**src/rtl/frontend_pkg.sv**
```systemverilog
package frontend_pkg;

    // first fetch address out of reset
    localparam logic [31:0] RESET_PC = 32'h1c00_0000;

    // queue depths, in instruction slots
    localparam int FETCH_FIFO_DEPTH = 4;
    localparam int DEC_FIFO_DEPTH = 4;

    // major opcode, instruction bits 31..26
    localparam logic [5:0] OPC_RRW = 6'b000000;
    localparam logic [5:0] OPC_RW = 6'b000001;
    localparam logic [5:0] OPC_RR = 6'b000010;
    localparam logic [5:0] OPC_BL = 6'b000011;
    localparam logic [5:0] OPC_W = 6'b000100;

    // register usage class
    typedef enum logic [2:0] {
        NONE = 3'd0,
        RW = 3'd1,
        RRW = 3'd2,
        RR = 3'd3,
        BL = 3'd4,
        W = 3'd5
    } reg_type_e;

    // one raw slot, as it comes off the bus
    typedef struct packed {
        logic [31:0] pc;
        logic [31:0] word;
        logic        err;
    } fetch_entry_t;

    // one decoded slot
    typedef struct packed {
        logic [31:0] pc;
        logic [31:0] word;
        logic        err;
        reg_type_e   reg_type;
        logic [4:0]  rs0;
        logic [4:0]  rs1;
        logic [4:0]  rd;
    } dec_entry_t;

endpackage

```
**src/rtl/fetch_unit.sv**
```systemverilog
`timescale 1ns/1ps

module fetch_unit import frontend_pkg::*; (
    input  logic                   clk,
    input  logic                   rst_n,
    input  logic                   flush_i,
    input  logic [31:0]            pc_i,
    input  logic                   pc_valid_i,
    output logic                   pc_take_o,
    input  logic                   queue_ready_i,
    output logic                   bus_req_o,
    output logic [31:0]            bus_addr_o,
    input  logic                   bus_resp_valid_i,
    input  logic [63:0]            bus_resp_data_i,
    input  logic                   bus_resp_err_i,
    output logic [1:0]             write_num_o,
    output fetch_entry_t [1:0]     write_data_o
);

    logic        outstanding;
    logic        stale;
    logic [31:0] req_pc;
    logic [31:0] group_base;
    logic        issue;
    logic        resp_good;
    logic        upper_only;

    // one request in flight at most
    assign issue = pc_valid_i && queue_ready_i && !outstanding && !flush_i;
    assign pc_take_o = issue;

    always_ff @(posedge clk) begin
        if (!rst_n) begin
            bus_req_o <= 1'b0;
            outstanding <= 1'b0;
            stale <= 1'b0;
        end else begin
            bus_req_o <= issue;
            if (issue) begin
                outstanding <= 1'b1;
            end else if (bus_resp_valid_i) begin
                outstanding <= 1'b0;
            end
            if (bus_resp_valid_i) begin
                stale <= 1'b0;
            end else if (flush_i && outstanding) begin
                // answer still comes back, just gets dropped
                stale <= 1'b1;
            end
        end
    end

    always_ff @(posedge clk) begin
        if (issue) begin
            req_pc <= pc_i;
            bus_addr_o <= {pc_i[31:3], 3'b000};
        end
    end

    assign group_base = {req_pc[31:3], 3'b000};
    assign upper_only = req_pc[2];
    assign resp_good = bus_resp_valid_i && outstanding && !stale && !flush_i;

    always_comb begin
        write_num_o = 2'd0;
        if (resp_good) begin
            write_num_o = upper_only ? 2'd1 : 2'd2;
        end
        // lone upper word goes into entry 0
        write_data_o[0].pc = upper_only ? (group_base | 32'd4) : group_base;
        write_data_o[0].word = upper_only ? bus_resp_data_i[63:32] : bus_resp_data_i[31:0];
        write_data_o[0].err = bus_resp_err_i;
        write_data_o[1].pc = group_base | 32'd4;
        write_data_o[1].word = bus_resp_data_i[63:32];
        write_data_o[1].err = bus_resp_err_i;
    end

endmodule

```
**src/rtl/frontend.sv**
```systemverilog
`timescale 1ns/1ps

module frontend import frontend_pkg::*; (
    input  logic                  clk,
    input  logic                  rst_n,
    input  logic                  redirect_valid_i,
    input  logic [31:0]           redirect_pc_i,
    input  logic                  wait_i,
    input  logic                  int_i,
    output logic                  bus_req_o,
    output logic [31:0]           bus_addr_o,
    input  logic                  bus_resp_valid_i,
    input  logic [63:0]           bus_resp_data_i,
    input  logic                  bus_resp_err_i,
    output logic [1:0]            inst_valid_o,
    output logic [1:0][31:0]      inst_pc_o,
    output logic [1:0][31:0]      inst_word_o,
    output logic [1:0]            inst_err_o,
    output reg_type_e [1:0]       inst_type_o,
    output logic [1:0][4:0]       inst_rs0_o,
    output logic [1:0][4:0]       inst_rs1_o,
    output logic [1:0][4:0]       inst_rd_o,
    input  logic [1:0]            issue_num_i,
    input  logic                  backend_stall_i
);

    logic [31:0]        fetch_pc;
    logic               fetch_pc_valid;
    logic               pc_take;
    logic [1:0]         raw_write_num;
    fetch_entry_t [1:0] raw_write_data;
    logic               raw_write_ready;
    logic [1:0]         raw_read_valid;
    fetch_entry_t [1:0] raw_read_data;
    dec_entry_t [1:0]   dec_write_data;
    logic [1:0]         dec_num;
    logic               dec_write_ready;
    dec_entry_t [1:0]   dec_read_data;

    pc_gen u_pc_gen (
        .clk              (clk),
        .rst_n            (rst_n),
        .redirect_valid_i (redirect_valid_i),
        .redirect_pc_i    (redirect_pc_i),
        .wait_i           (wait_i),
        .int_i            (int_i),
        .pc_take_i        (pc_take),
        .pc_o             (fetch_pc),
        .pc_valid_o       (fetch_pc_valid)
    );

    fetch_unit u_fetch_unit (
        .clk              (clk),
        .rst_n            (rst_n),
        .flush_i          (redirect_valid_i),
        .pc_i             (fetch_pc),
        .pc_valid_i       (fetch_pc_valid),
        .pc_take_o        (pc_take),
        .queue_ready_i    (raw_write_ready),
        .bus_req_o        (bus_req_o),
        .bus_addr_o       (bus_addr_o),
        .bus_resp_valid_i (bus_resp_valid_i),
        .bus_resp_data_i  (bus_resp_data_i),
        .bus_resp_err_i   (bus_resp_err_i),
        .write_num_o      (raw_write_num),
        .write_data_o     (raw_write_data)
    );

    // raw fetch groups
    multi_channel_fifo #(
        .payload_t (fetch_entry_t),
        .DEPTH     (FETCH_FIFO_DEPTH)
    ) u_raw_fifo (
        .clk           (clk),
        .rst_n         (rst_n),
        .flush_i       (redirect_valid_i),
        .write_num_i   (raw_write_num),
        .write_data_i  (raw_write_data),
        .write_ready_o (raw_write_ready),
        .read_valid_o  (raw_read_valid),
        .read_ready_i  (dec_write_ready),
        .read_num_i    (dec_num),
        .read_data_o   (raw_read_data)
    );

    reg_decoder u_reg_decoder (
        .raw_i       (raw_read_data),
        .raw_valid_i (raw_read_valid),
        .dec_o       (dec_write_data),
        .dec_num_o   (dec_num)
    );

    // decoded slots waiting for issue
    multi_channel_fifo #(
        .payload_t (dec_entry_t),
        .DEPTH     (DEC_FIFO_DEPTH)
    ) u_dec_fifo (
        .clk           (clk),
        .rst_n         (rst_n),
        .flush_i       (redirect_valid_i),
        .write_num_i   (dec_num),
        .write_data_i  (dec_write_data),
        .write_ready_o (dec_write_ready),
        .read_valid_o  (inst_valid_o),
        .read_ready_i  (!backend_stall_i),
        .read_num_i    (issue_num_i),
        .read_data_o   (dec_read_data)
    );

    for (genvar i = 0; i < 2; i++) begin : g_out
        assign inst_pc_o[i] = dec_read_data[i].pc;
        assign inst_word_o[i] = dec_read_data[i].word;
        assign inst_err_o[i] = dec_read_data[i].err;
        assign inst_type_o[i] = dec_read_data[i].reg_type;
        assign inst_rs0_o[i] = dec_read_data[i].rs0;
        assign inst_rs1_o[i] = dec_read_data[i].rs1;
        assign inst_rd_o[i] = dec_read_data[i].rd;
    end

endmodule

```
**src/rtl/multi_channel_fifo.sv**
```systemverilog
`timescale 1ns/1ps

module multi_channel_fifo #(
    parameter type payload_t = logic [31:0],
    parameter int  DEPTH     = 4
) (
    input  logic           clk,
    input  logic           rst_n,
    input  logic           flush_i,
    input  logic [1:0]     write_num_i,
    input  payload_t [1:0] write_data_i,
    output logic           write_ready_o,
    output logic [1:0]     read_valid_o,
    input  logic           read_ready_i,
    input  logic [1:0]     read_num_i,
    output payload_t [1:0] read_data_o
);

    localparam int PTR_W = (DEPTH > 1) ? $clog2(DEPTH) : 1;
    localparam int SUM_W = PTR_W + 1;
    localparam int CNT_W = $clog2(DEPTH + 1);

    payload_t         mem [DEPTH];
    logic [PTR_W-1:0] wr_ptr;
    logic [PTR_W-1:0] rd_ptr;
    logic [PTR_W-1:0] wr_ptr_nx1;
    logic [PTR_W-1:0] rd_ptr_nx1;
    logic [CNT_W-1:0] count;
    logic [1:0]       avail;
    logic [1:0]       wr_num;
    logic [1:0]       rd_num;

    // circular pointer step, wraps at DEPTH
    function automatic logic [PTR_W-1:0] ptr_add(
        input logic [PTR_W-1:0] p,
        input logic [1:0]       n
    );
        logic [SUM_W-1:0] sum;
        sum = {1'b0, p} + SUM_W'(n);
        if (sum >= SUM_W'(DEPTH)) begin
            sum = sum - SUM_W'(DEPTH);
        end
        return sum[PTR_W-1:0];
    endfunction

    assign wr_ptr_nx1 = ptr_add(wr_ptr, 2'd1);
    assign rd_ptr_nx1 = ptr_add(rd_ptr, 2'd1);

    // room for a full group of two
    assign write_ready_o = (count <= CNT_W'(DEPTH - 2));

    assign avail = (count >= CNT_W'(2)) ? 2'd2 : ((count == CNT_W'(1)) ? 2'd1 : 2'd0);
    assign read_valid_o = {avail[1], avail[1] | avail[0]};

    assign wr_num = write_ready_o ? write_num_i : 2'd0;
    assign rd_num = !read_ready_i ? 2'd0 : ((read_num_i > avail) ? avail : read_num_i);

    assign read_data_o[0] = mem[rd_ptr];
    assign read_data_o[1] = mem[rd_ptr_nx1];

    always_ff @(posedge clk) begin
        if (!rst_n || flush_i) begin
            wr_ptr <= '0;
            rd_ptr <= '0;
            count <= '0;
        end else begin
            wr_ptr <= ptr_add(wr_ptr, wr_num);
            rd_ptr <= ptr_add(rd_ptr, rd_num);
            count <= count + CNT_W'(wr_num) - CNT_W'(rd_num);
        end
    end

    always_ff @(posedge clk) begin
        if (wr_num != 2'd0) begin
            mem[wr_ptr] <= write_data_i[0];
        end
        if (wr_num >= 2'd2) begin
            mem[wr_ptr_nx1] <= write_data_i[1];
        end
    end

endmodule

```
**src/rtl/pc_gen.sv**
```systemverilog
`timescale 1ns/1ps

module pc_gen import frontend_pkg::*; (
    input  logic        clk,
    input  logic        rst_n,
    input  logic        redirect_valid_i,
    input  logic [31:0] redirect_pc_i,
    input  logic        wait_i,
    input  logic        int_i,
    input  logic        pc_take_i,
    output logic [31:0] pc_o,
    output logic        pc_valid_o
);

    logic [31:0] pc_q;
    logic        idle_lock;
    logic        running;
    logic        wait_req;

    assign wait_req = wait_i && !int_i;

    always_ff @(posedge clk) begin
        if (!rst_n) begin
            pc_q <= RESET_PC;
        end else if (redirect_valid_i) begin
            pc_q <= redirect_pc_i;
        end else if (pc_take_i) begin
            // next group always starts 8-byte aligned
            pc_q <= {pc_q[31:3] + 29'd1, 3'b000};
        end
    end

    always_ff @(posedge clk) begin
        if (!rst_n) begin
            idle_lock <= 1'b0;
            running <= 1'b0;
        end else begin
            running <= 1'b1;
            if (wait_req) begin
                idle_lock <= 1'b1;
            end else if (int_i) begin
                idle_lock <= 1'b0;
            end
        end
    end

    assign pc_o = pc_q;
    // no new fetch in the cycle the wait arrives either
    assign pc_valid_o = running && !idle_lock && !wait_req;

endmodule

```
**src/rtl/reg_decoder.sv**
```systemverilog
`timescale 1ns/1ps

module reg_decoder import frontend_pkg::*; (
    input  fetch_entry_t [1:0] raw_i,
    input  logic [1:0]         raw_valid_i,
    output dec_entry_t [1:0]   dec_o,
    output logic [1:0]         dec_num_o
);

    function automatic reg_type_e lookup_type(input logic [5:0] opcode);
        reg_type_e t;
        case (opcode)
            OPC_RRW: t = RRW;
            OPC_RW: t = RW;
            OPC_RR: t = RR;
            OPC_BL: t = BL;
            OPC_W: t = W;
            default: t = NONE;
        endcase
        return t;
    endfunction

    function automatic dec_entry_t decode_slot(input fetch_entry_t raw);
        dec_entry_t d;
        logic [4:0] f_rd;
        logic [4:0] f_rj;
        logic [4:0] f_rk;
        f_rd = raw.word[4:0];
        f_rj = raw.word[9:5];
        f_rk = raw.word[14:10];
        d.pc = raw.pc;
        d.word = raw.word;
        d.err = raw.err;
        d.reg_type = lookup_type(raw.word[31:26]);
        d.rs0 = 5'd0;
        d.rs1 = 5'd0;
        d.rd = 5'd0;
        case (d.reg_type)
            RRW, W: begin
                d.rs0 = f_rk;
                d.rs1 = f_rj;
                d.rd = f_rd;
            end
            RW: begin
                d.rs1 = f_rj;
                d.rd = f_rd;
            end
            RR: begin
                // stores and branches read rd as a source
                d.rs0 = f_rd;
                d.rs1 = f_rj;
            end
            BL: begin
                // link register is r1
                d.rd = 5'd1;
            end
            default: begin
                d.rd = 5'd0;
            end
        endcase
        return d;
    endfunction

    assign dec_o[0] = decode_slot(raw_i[0]);
    assign dec_o[1] = decode_slot(raw_i[1]);

    // popcount of the valid mask
    assign dec_num_o = {raw_valid_i[1] & raw_valid_i[0], raw_valid_i[1] ^ raw_valid_i[0]};

endmodule

```
**config.mk**
```make
export PLATFORM = sky130hd
export DESIGN_NAME = frontend
export DESIGN_NICKNAME = d
export VERILOG_FILES = /design/src/rtl/frontend_pkg.sv /design/src/rtl/fetch_unit.sv /design/src/rtl/frontend.sv /design/src/rtl/multi_channel_fifo.sv /design/src/rtl/pc_gen.sv /design/src/rtl/reg_decoder.sv
export SDC_FILE = /design/constraint.sdc
export NUM_CORES = 1
export LEC_CHECK = 0
export ABC_AREA = 0
export BUFFER_PORTS_ARGS = -buffer_cell sky130_fd_sc_hd__buf_4
export CORE_AREA = 3 3 269 271
export CTS_BUF_LIST = sky130_fd_sc_hd__clkbuf_8
export CTS_CLUSTER_DIAMETER = 40
export CTS_CLUSTER_SIZE = 40
export DETAILED_ROUTE_END_ITERATION = 12
export DIE_AREA = 0 0 272 274
export HOLD_SLACK_MARGIN = 0.03
export PLACE_DENSITY = 0.69
export SYNTH_ARGS = -nofsm -noshare
export SYNTH_HDL_FRONTEND = slang
export SYNTH_SLANG_ARGS = --single-unit
export TNS_END_PERCENT = 1
```
**constraint.sdc**
```tcl
create_clock -name clk -period 12.8 [get_ports clk]
set_input_delay 0.64 -clock clk [delete_from_list [all_inputs] [get_ports clk]]
set_output_delay 0.64 -clock clk [all_outputs]
set_load 0.01 [all_outputs]
```
# Word level (Yosys, flattened, before mapping)
# Memories as Yosys holds them, arrays and structs flattened. A register that Yosys moved wholly into a read port is not among the register bits.
# Cells that the tools add are included.
# W data, S select, Z words.
dict set report totals {
  reg_bits 112
  latchBits 0
  ramBits 592
  rom_bits 0
  inputBits 106
  out_inout_bits 201
  wordCells 157
  mem_count 2
}
dict set report op_classes {
  n_addsub 21
  mul 0
  n_div 0
  magnitude_cmp 16
  n_eq_ne 20
  shifts 0
  mux 47
  n_bitwise 5
  n_reduce_logical 32
}
# name depth word_bits read_ports rd_ports_with_merged_regs wr line
set mem_list {}
lappend mem_list {u_dec_fifo.mem 4 83 2 1 2 multi_channel_fifo.sv:23} ;# payload_t mem [DEPTH];
lappend mem_list {u_raw_fifo.mem 4 65 2 1 2 multi_channel_fifo.sv:23}
# cell count
set op_table {}
lappend op_table {{$mux W32} 3}
lappend op_table {{$mux W2} 20}
lappend op_table {{$pmux W5 S2} 4}
lappend op_table {{$pmux W3 S5} 2}
lappend op_table {{$add A29 B1 Y29 const B} 1}
lappend op_table {{$eq A6 B2 Y1 const B} 4}
lappend op_table {{$ge A3 B3 Y1 const B} 8}
lappend op_table {{$sub A2 B1 Y2 const B} 8}
lappend op_table {{$mux W1} 15}
lappend op_table {{$add A2 B1 Y3 const B} 4}
lappend op_table {{$add A2 B2 Y3} 4}
lappend op_table {{$eq A3 B1 Y1 const B} 4}
lappend op_table {{$eq A3 B2 Y1 const B} 4}
lappend op_table {{$eq A3 B3 Y1 const B} 4}
lappend op_table {{$eq A6 B1 Y1 const B} 2}
lappend op_table {{$eq A6 B3 Y1 const B} 2}
lappend op_table {{$logic_not A6 Y1} 2}
lappend op_table {{$logic_and A1 B1 Y1} 10}
lappend op_table {{$mux W5} 2}
lappend op_table {{$reduce_bool A2 Y1} 5}
lappend op_table {{$reduce_or A4 Y1} 2}
lappend op_table {{$logic_not A1 Y1} 7}
lappend op_table {{$add A3 B2 Y3} 2}
lappend op_table {{$ge A3 B2 Y1 const B} 2}
lappend op_table {{12 further kinds} 20}

# Depth between registers and ports, before layout
# Gate-level depths: netlist (run 1).
dict set report logic_depth {
  depth_word 12
  depth_mapped 16
  ltp_nobuf 16
}

# Hierarchy
# From an unflattened synthesis (run 1), not the netlist that was laid out.
dict set report unflattened {
  cells_unflattened 2390
  hier_area_um2 39739.4
}
# module n_inst cells_per_inst area_each_um2 seq_area_each_um2
set modules_own_cells {}
lappend modules_own_cells {{multi_channel_fifo (u_dec_fifo)} 1 977 18856.8 10109.7}
lappend modules_own_cells {{multi_channel_fifo (u_raw_fifo)} 1 781 15064.4 7947.6}
lappend modules_own_cells {fetch_unit 1 180 2318.5 960.9}
lappend modules_own_cells {pc_gen 1 235 1935.6 680.7}
lappend modules_own_cells {reg_decoder 1 216 1560.2 0.0}
lappend modules_own_cells {frontend 1 1 3.8 0.0}

# Least setup slack after synthesis (run 1)
# OpenSTA, ideal clock, no wires.
dict set report synth_timing {
  path_kind {register -> register}
  from {register u_dec_fifo.count[1]}
  to {memory u_dec_fifo.mem[3][0] in the netlist's numbering (enable)}
  setup_ps 547
  t_arrival_ps 4734
  required_time_ps 12253
  slack_ps 7518
  path_stages_with_launch 6
  n_path_buf 0
  period_less_slack_ps 5282
  path_cell_list {dfxtp_1 -> a21oi_1 -> nand3_1 -> inv_1 -> nand2_1 -> a21oi_1}
}
# item line
set synth_rtl {}
lappend synth_rtl {{start: declaration} multi_channel_fifo.sv:28} ;# logic [CNT_W-1:0] count;
lappend synth_rtl {{start signal: assignment} multi_channel_fifo.sv:69} ;# count <= count + CNT_W'(wr_num) - CNT_W'(rd_num);
lappend synth_rtl {{end: declaration} multi_channel_fifo.sv:23}

==> impl_metrics.ini, run 1 <==
[timing]
max_slew.worst_pin.slew_ns = 1.21
slew-limit-headroom_pct = 19.1
period_needed_ns = 4.39
hold_violations = 0
finalCritPeriodShare_pct = 34.3
slew_violations = 0
setup_viol = 0
fin_skew_ns = 0.0256
fin_hold_ws_ns = 0.104
rsz0062_at_grt = no
fin_setup_tns_ns = 0
fmax_ghz = 0.228

[clock_network]
clkTransAtPathRegs_ns = 0.07
cts.sinks = 655
clockBufferDepth = 3
numCtsBuffers = 96
root_buffer = clkbuf_8
cts_setup_buffers = 0
clk_latency_ns = 0.71
cts-resized-gates = 0
htreeDepth = 3
ctsHoldBuffers = 0
cts_tree = yes

[die]
dieArea_um2 = 74500
die_x_um = 272
io_pins = 307
num_rows = 97
start_util_pct = 50.1
die_y_um = 274
coreArea_um2 = 70000

[synthesis]
synthesis.area_um2 = 35100
postSynth.topFlopCell = edfxtp_1
syn_area_per_cell_um2 = 12.3
ys_seq_area_share_pct = 54.5
synth_xor_area_share_pct = 0.948
synth-compound-area-share_pct = 11.3
syn_inst = 2852
synth_seq_cells = 655
synth_top_family_by_area = multiplexers
async_flop_share_pct = 0
synthSimpleGateAreaFrac_pct = 10.0
synthMuxAreaShare_pct = 18.7
synthAdderAreaFrac_pct = 0.713
synth_top_cell_area_share_pct = 51.5
synth_largest_area_cell = edfxtp_1
ys_types = 55
synth-edff-count = 602
synth.area.top_cells = edfxtp_1, mux4_2, mux2i_1
yosys_warnings = 0

[drt]
antenna_left = 0
drt_iter0_drc = 2642
wire_per_inst_um = 23.4
first_pass_iters = 6
via_per_inst = 6.12
vias = 24800
wl_um = 94800
drc = 0

[grt]
grt_max_degree = 143
grtUsageTotal_pct = 25.1
grt_antenna_before_repair = 19
grt_pass1_wl_um = 143000
met2_usage_pct = 38.5
use_met3_pct = 6.33
grt_util_met1_pct = 35.2
grt_overflow = 0
grt_pass1_vias = 23800
grt-busiest-layer = met2

[pwr]
power_leakage_uw = 0.0124
powerDensity_nw_per_um2 = 140
ir_drop_mv = 0.0885

[run_status]
outcome = complete, no violations

[finish]
fillerInstances = 5642
area_delta_synth_final_pct = 13.7
drive_gt1_share_pct = 25.1
nets = 3133

[worst_setup_path]
crit_type = register to output pin
crit_slowest_cell = dfxtp_4
cp.required_ns = 12.16
start_kind = register
path_cells = buf_4, mux4_2, buf_4
critPathTopFamily = buffers and inverters
worstPathArrival_ns = 3.75
worstPathMaxFanout = 87
cpPeakStageDelay_ns = 1.10
crit_buf_inv = 2
cp-end-kind = output pin
crit_path_frequent_cell = buf_4

[run]
drv_cap = 0

[placement]
io_buffers = 297
gp_congestion = 0.832
dp_hpwl_um = 61000

[hold_path]
hold_path_class = input port to register
## cells by family after synthesis
| logic type | Yosys count |
|---|---|
| compound gates | 660 |
| xor+xnor | 38 |
| mux | 416 |
| flops | 655 |
| simple gates | 765 |
| fa+ha+maj | 18 |
| other cells | 1 |
| buf+inv | 299 |
## cells in the mapped netlist (all sizes together) (7+ instances only)
cell and count:
o21ai 289, mux4 184, clkbuf 139, o32ai 20, a221oi 79, xnor2 25
ha 12, nand3b 7, inv 27, and2 134, nand2 372, mux2 70
edfxtp 602, buf 133, a22o 51, nor2 138, mux2i 162, nand4 13
nand2b 19, xor2 13, nor4 13, nor3 13, dfxtp 53, a21oi 197
nand3 28
## registers in the layout, summed over array words and instances (netlist names), 2 cells and up
name and flops:
u_pc_gen.pc_o 30, u_raw_fifo.count 3, u_dec_fifo.rd_ptr 2, u_raw_fifo.wr_ptr 2, u_raw_fifo.rd_ptr 2, u_fetch_unit.req_pc 30
u_dec_fifo.mem 324, u_dec_fifo.count 3, u_raw_fifo.mem 252, u_dec_fifo.wr_ptr 2
## power by group
part	internal, uW	switching (uW)	total [uW]
registers	2500	92.9	2590
clock network	993	933	1930
logic	475	591	1070
## worst register-to-register path: cells and delay by family, from the launching register on
family / cells / cell delay [ns]
flip-flops: 1 / 0.99
AO/OA/AOI/OAI: 1 / 0.78
multiplexers: 2 / 1.03
AND/OR/NAND/NOR: 2 / 1.04
## placed cells by master, fill, tap and decap left out, types with 6 or more instances in the layout
cell        netlist  routed
diode_2           0      10
nand2_1         372     372
inv_8             0       8
clkinv_2          0      12
nor4_1           13      12
xnor2_1          25      25
clkinvlp_4        0      18
mux4_2          181     181
edfxtp_1        602     602
nor3_1           13       9
nand3b_1          7       7
or3_1             6       6
clkbuf_8          0      98
inv_6             0      14
dfxtp_1          53      49
a221oi_1         79      79
nand2b_1         19      19
nand3_1          28      28
a21oi_1         197     194
bufinv_16         0      11
inv_1            27      30
conb_1            1       7
a22o_1           51      51
mux2_2           70      70
buf_4            40     325
and2_1          134     134
nor2_1          138     131
clkinv_1          0       7
o32ai_1          20      20
ha_1             12      12
xor2_1           13      13
o21ai_0         288     288
mux2i_1         162     162
nand4_1          13      13
## worst paths after layout
check	startpoint	to	slack (ns)	depth (start not counted)
min reg2reg	u_pc_gen.pc_o[2]$_SDFFE_PN0P_	u_fetch_unit.req_pc[2]$_DFFE_PP_	0.43	0
max	u_dec_fifo.rd_ptr[0]$_SDFF_PP0_	inst_pc_o[63]	8.41	3
max reg2reg	u_raw_fifo.rd_ptr[0]$_SDFF_PP0_	u_dec_fifo.mem[1][2]$_DFFE_PP_	8.81	5
min	int_i	u_pc_gen.idle_lock$_SDFFE_PN0P_	0.10	2
## metal layers
layer	part of all wire, %	vias up
met5	0.10	-
met4	2.5	16
met3	9.7	175
met2	46	1117
met1	42	12300
li1	-	11200
## stage by stage
stage / utilization, % / instance area, um2 / setup slack [ns] / total power [uW] / std cells
2_1_floorplan: - / 35100 / 7.52 / 3240 / 2858
3_3_place_gp: 53.8 / 37700 / 8.93 / 3670 / 3853
3_5_place_dp: 53.8 / 37700 / 8.80 / 3710 / 3853
4_1_cts: 57.0 / 39900 / 8.32 / 5610 / 4034
5_1_grt: 57.0 / 39900 / 8.23 / 5800 / 4039
6_report: 57.0 / 39900 / 8.41 / 5580 / 4044
## final cells by class
| class | instances | area [um2] | area share [%] |
|---|---|---|---|
| flip-flops and latches | 655 | 19200 | 48.0 |
| well taps | 940 | 1180 | 2.95 |
| multi-input cells | 1904 | 14800 | 37.0 |
| clock buffers | 98 | 1350 | 3.38 |
| repair buffers | 327 | 2480 | 6.21 |
| clock inverters | 83 | 871 | 2.18 |
| diodes | 10 | 25.0 | 0.0627 |
| inverters | 27 | 101 | 0.254 |
No activity file was read; power rests on OpenSTA's default activity.
==> run 2, diff against run 1 <==
- clock period: 12.8 -> 4.45 ns (I/O delays scaled with it)
==> run 2 against run 1 <==
- flip-flop and latch count stayed put
- worst setup slack worse by 7.6 ns
- non-clock buffer count is 160 higher
- design area is 4.5% higher
- utilization is 2.5 points higher
- wire length is 2.3% higher
- sequential power grew to 2.9 times the previous value
- critical path depth is 2 higher
- sequential share of layout area is 2.0 points lower
- worst hold slack worse by 0.0082 ns
- combinational power grew to 3.0 times the previous value
- largest cell class unchanged
- largest power group unchanged
- highest routed layer unchanged
==> impl_metrics.ini, run 2 (synthesis results as in run 1) <==
[run_status]
outcome = complete, no violations

[clock_network]
numCtsBuffers = 95
clockBufferDepth = 3
root_buffer = clkbuf_8
cts.sinks = 655
htreeDepth = 3
ctsHoldBuffers = 154
cts_tree = yes
cts_setup_buffers = 0
cts-resized-gates = 0
clkTransAtPathRegs_ns = 0.07
clk_latency_ns = 0.71

[timing]
slew_violations = 0
rsz0062_at_grt = no
finalWorstSetupSlack_ns = 0.854
max_slew.worst_pin.slew_ns = 1.17
fmax_ghz = 0.278
period_needed_ns = 3.60
fin_setup_tns_ns = 0
finalCritPeriodShare_pct = 80.8
setup_viol = 0
hold_violations = 0
slew-limit-headroom_pct = 21.7
fin_skew_ns = 0.0405

[finish]
largest_reg_flops = 324
largest_register = u_dec_fifo.mem
final_cell_mix = edfxtp_1, nand2_1, buf_4, o21ai_0, a21oi_1
drive_gt1_share_pct = 24.0
area_delta_synth_final_pct = 18.8
final_common_cell = edfxtp_1
reg_top3 = u_dec_fifo.mem (324), u_raw_fifo.mem (252)
nets = 3292

[pwr]
switching_power_uw = 4750
seq_power_share_pct = 45.7
clkPwrFrac_pct = 34.4
p_int_uw = 11500
switching_share_pct = 29.2
finalPower_uw = 16300
power_leakage_uw = 0.0132
powerDensity_nw_per_um2 = 390
ir_drop_mv = 0.278
power_frac_comb_pct = 19.8

[hold_path]
min_from = redirect_valid_i
hold_path_depth = 3
min_to = u_pc_gen.pc_o[5]$_SDFFE_PN0P_
hold_path_class = input port to register

[grt]
grtUsageTotal_pct = 25.5
grt_overflow = 0
grt_antenna_before_repair = 15
grt_max_degree = 182
grt_pass1_wl_um = 146000
grt_pass1_vias = 24700

[worst_setup_path]
worstPathArrival_ns = 4.13
worstPathMaxFanout = 48
r2r_cells = 5
rr_startpoint = u_raw_fifo.rd_ptr[0]$_SDFF_PP0_
start_kind = register
rr_endpoint = u_dec_fifo.mem[2][1]$_DFFE_PP_
cp-end-kind = register
cp.required_ns = 4.98
crit_type = register to register
r2r_slack_ns = 0.85

[placement]
io_buffers = 297
dp_hpwl_um = 61300
gp_congestion = 0.849
pre_cts_slack_ns = 0.899

[run]
drv_cap = 0

[drt]
antenna_left = 0
drt_iter0_drc = 2815
wl_um = 96900
wire_per_inst_um = 23.1
via_per_inst = 6.09
first_pass_iters = 5
drc = 0
vias = 25600

[die]
coreArea_um2 = 70000
num_rows = 97
dieArea_um2 = 74500
die_y_um = 274
io_pins = 307
die_x_um = 272
start_util_pct = 50.1
-- run 2: cell types whose count changed in the layout (fill, tap and decap cells not counted), moves of 2 or more --
cell           previous run  this run
buf_4                   325       318
clkinv_1                  7         5
clkinv_2                 12         7
buf_12                    2        15
inv_4                     3         0
clkinv_4                  5         7
dlygate4sd3_1             0       154
inv_6                    14        20
clkinv_8                  1         5
clkinvlp_4               18        13
diode_2                  10        12
-- run 2: metrics by stage --
stage	util (%)	cell area [um2]	cells	hold slack [ns]
3_3_place_gp	54.1	37900	3859	0.392
5_1_grt	59.5	41700	4196	0.0874
4_1_cts	59.5	41700	4190	0.0354
2_1_floorplan	-	35100	2858	0.250
3_5_place_dp	54.1	37900	3859	0.391
6_report	59.6	41700	4202	0.0957
-- run 2: layer usage --
layer  vias to the layer above  wire (um)  global-route usage [%]
met1                     12800      40900                    35.9
met2                      1140      44700                    39.8
met3                       155       8940                    5.78
met4                         8       2300                    7.64
met5                         -         48                       0
li1                      11500          -                       -
-- run 2: how the worst max path moves through the flow --
stage | slack (ns) | end | startpoint
2_1_floorplan | -0.83 | u_dec_fifo.mem[3][0]$_DFFE_PP_ | u_dec_fifo.count[1]$_SDFF_PP0_
3_5_place_dp | 0.90 | u_dec_fifo.mem[3][2]$_DFFE_PP_ | u_raw_fifo.rd_ptr[0]$_SDFF_PP0_
3_3_place_gp | 1.04 | u_dec_fifo.mem[2][4]$_DFFE_PP_ | u_raw_fifo.rd_ptr[0]$_SDFF_PP0_
4_1_cts | 0.88 | u_dec_fifo.mem[1][4]$_DFFE_PP_ | u_raw_fifo.rd_ptr[0]$_SDFF_PP0_
5_1_grt | 0.64 | u_dec_fifo.mem[3][3]$_DFFE_PP_ | u_raw_fifo.rd_ptr[0]$_SDFF_PP0_
6_report | 0.85 | u_dec_fifo.mem[2][1]$_DFFE_PP_ | u_raw_fifo.rd_ptr[0]$_SDFF_PP0_
-- run 2: worst max-delay path, stage by stage, from the launching register on --
cell and delay (ns):
dfxtp_4 0.75, mux4_1 0.73, or3_1 0.86, a211oi_4 0.78, nand3_1 0.18, o21ai_0 0.11
-- run 2: final cells by class --
type	count	area [um2]
clock buffer	97	1340
antenna	12	30.0
tap	940	1180
inverter	27	101
clock inverter	80	910
timing repair buffer	487	4230
fill	5527	28300
multi-input combinational	1904	14800
sequential	655	19200
-- run 2: power by group through the flow --
stage | logic, uW | clock network (uW) | registers, uW
global placement | 3080 | 0 | 7530
detailed placement | 3130 | 0 | 7560
global route | 3440 | 5960 | 7480
CTS | 3230 | 5680 | 7430
floorplan | 1860 | 0 | 7460
finish | 3220 | 5590 | 7430
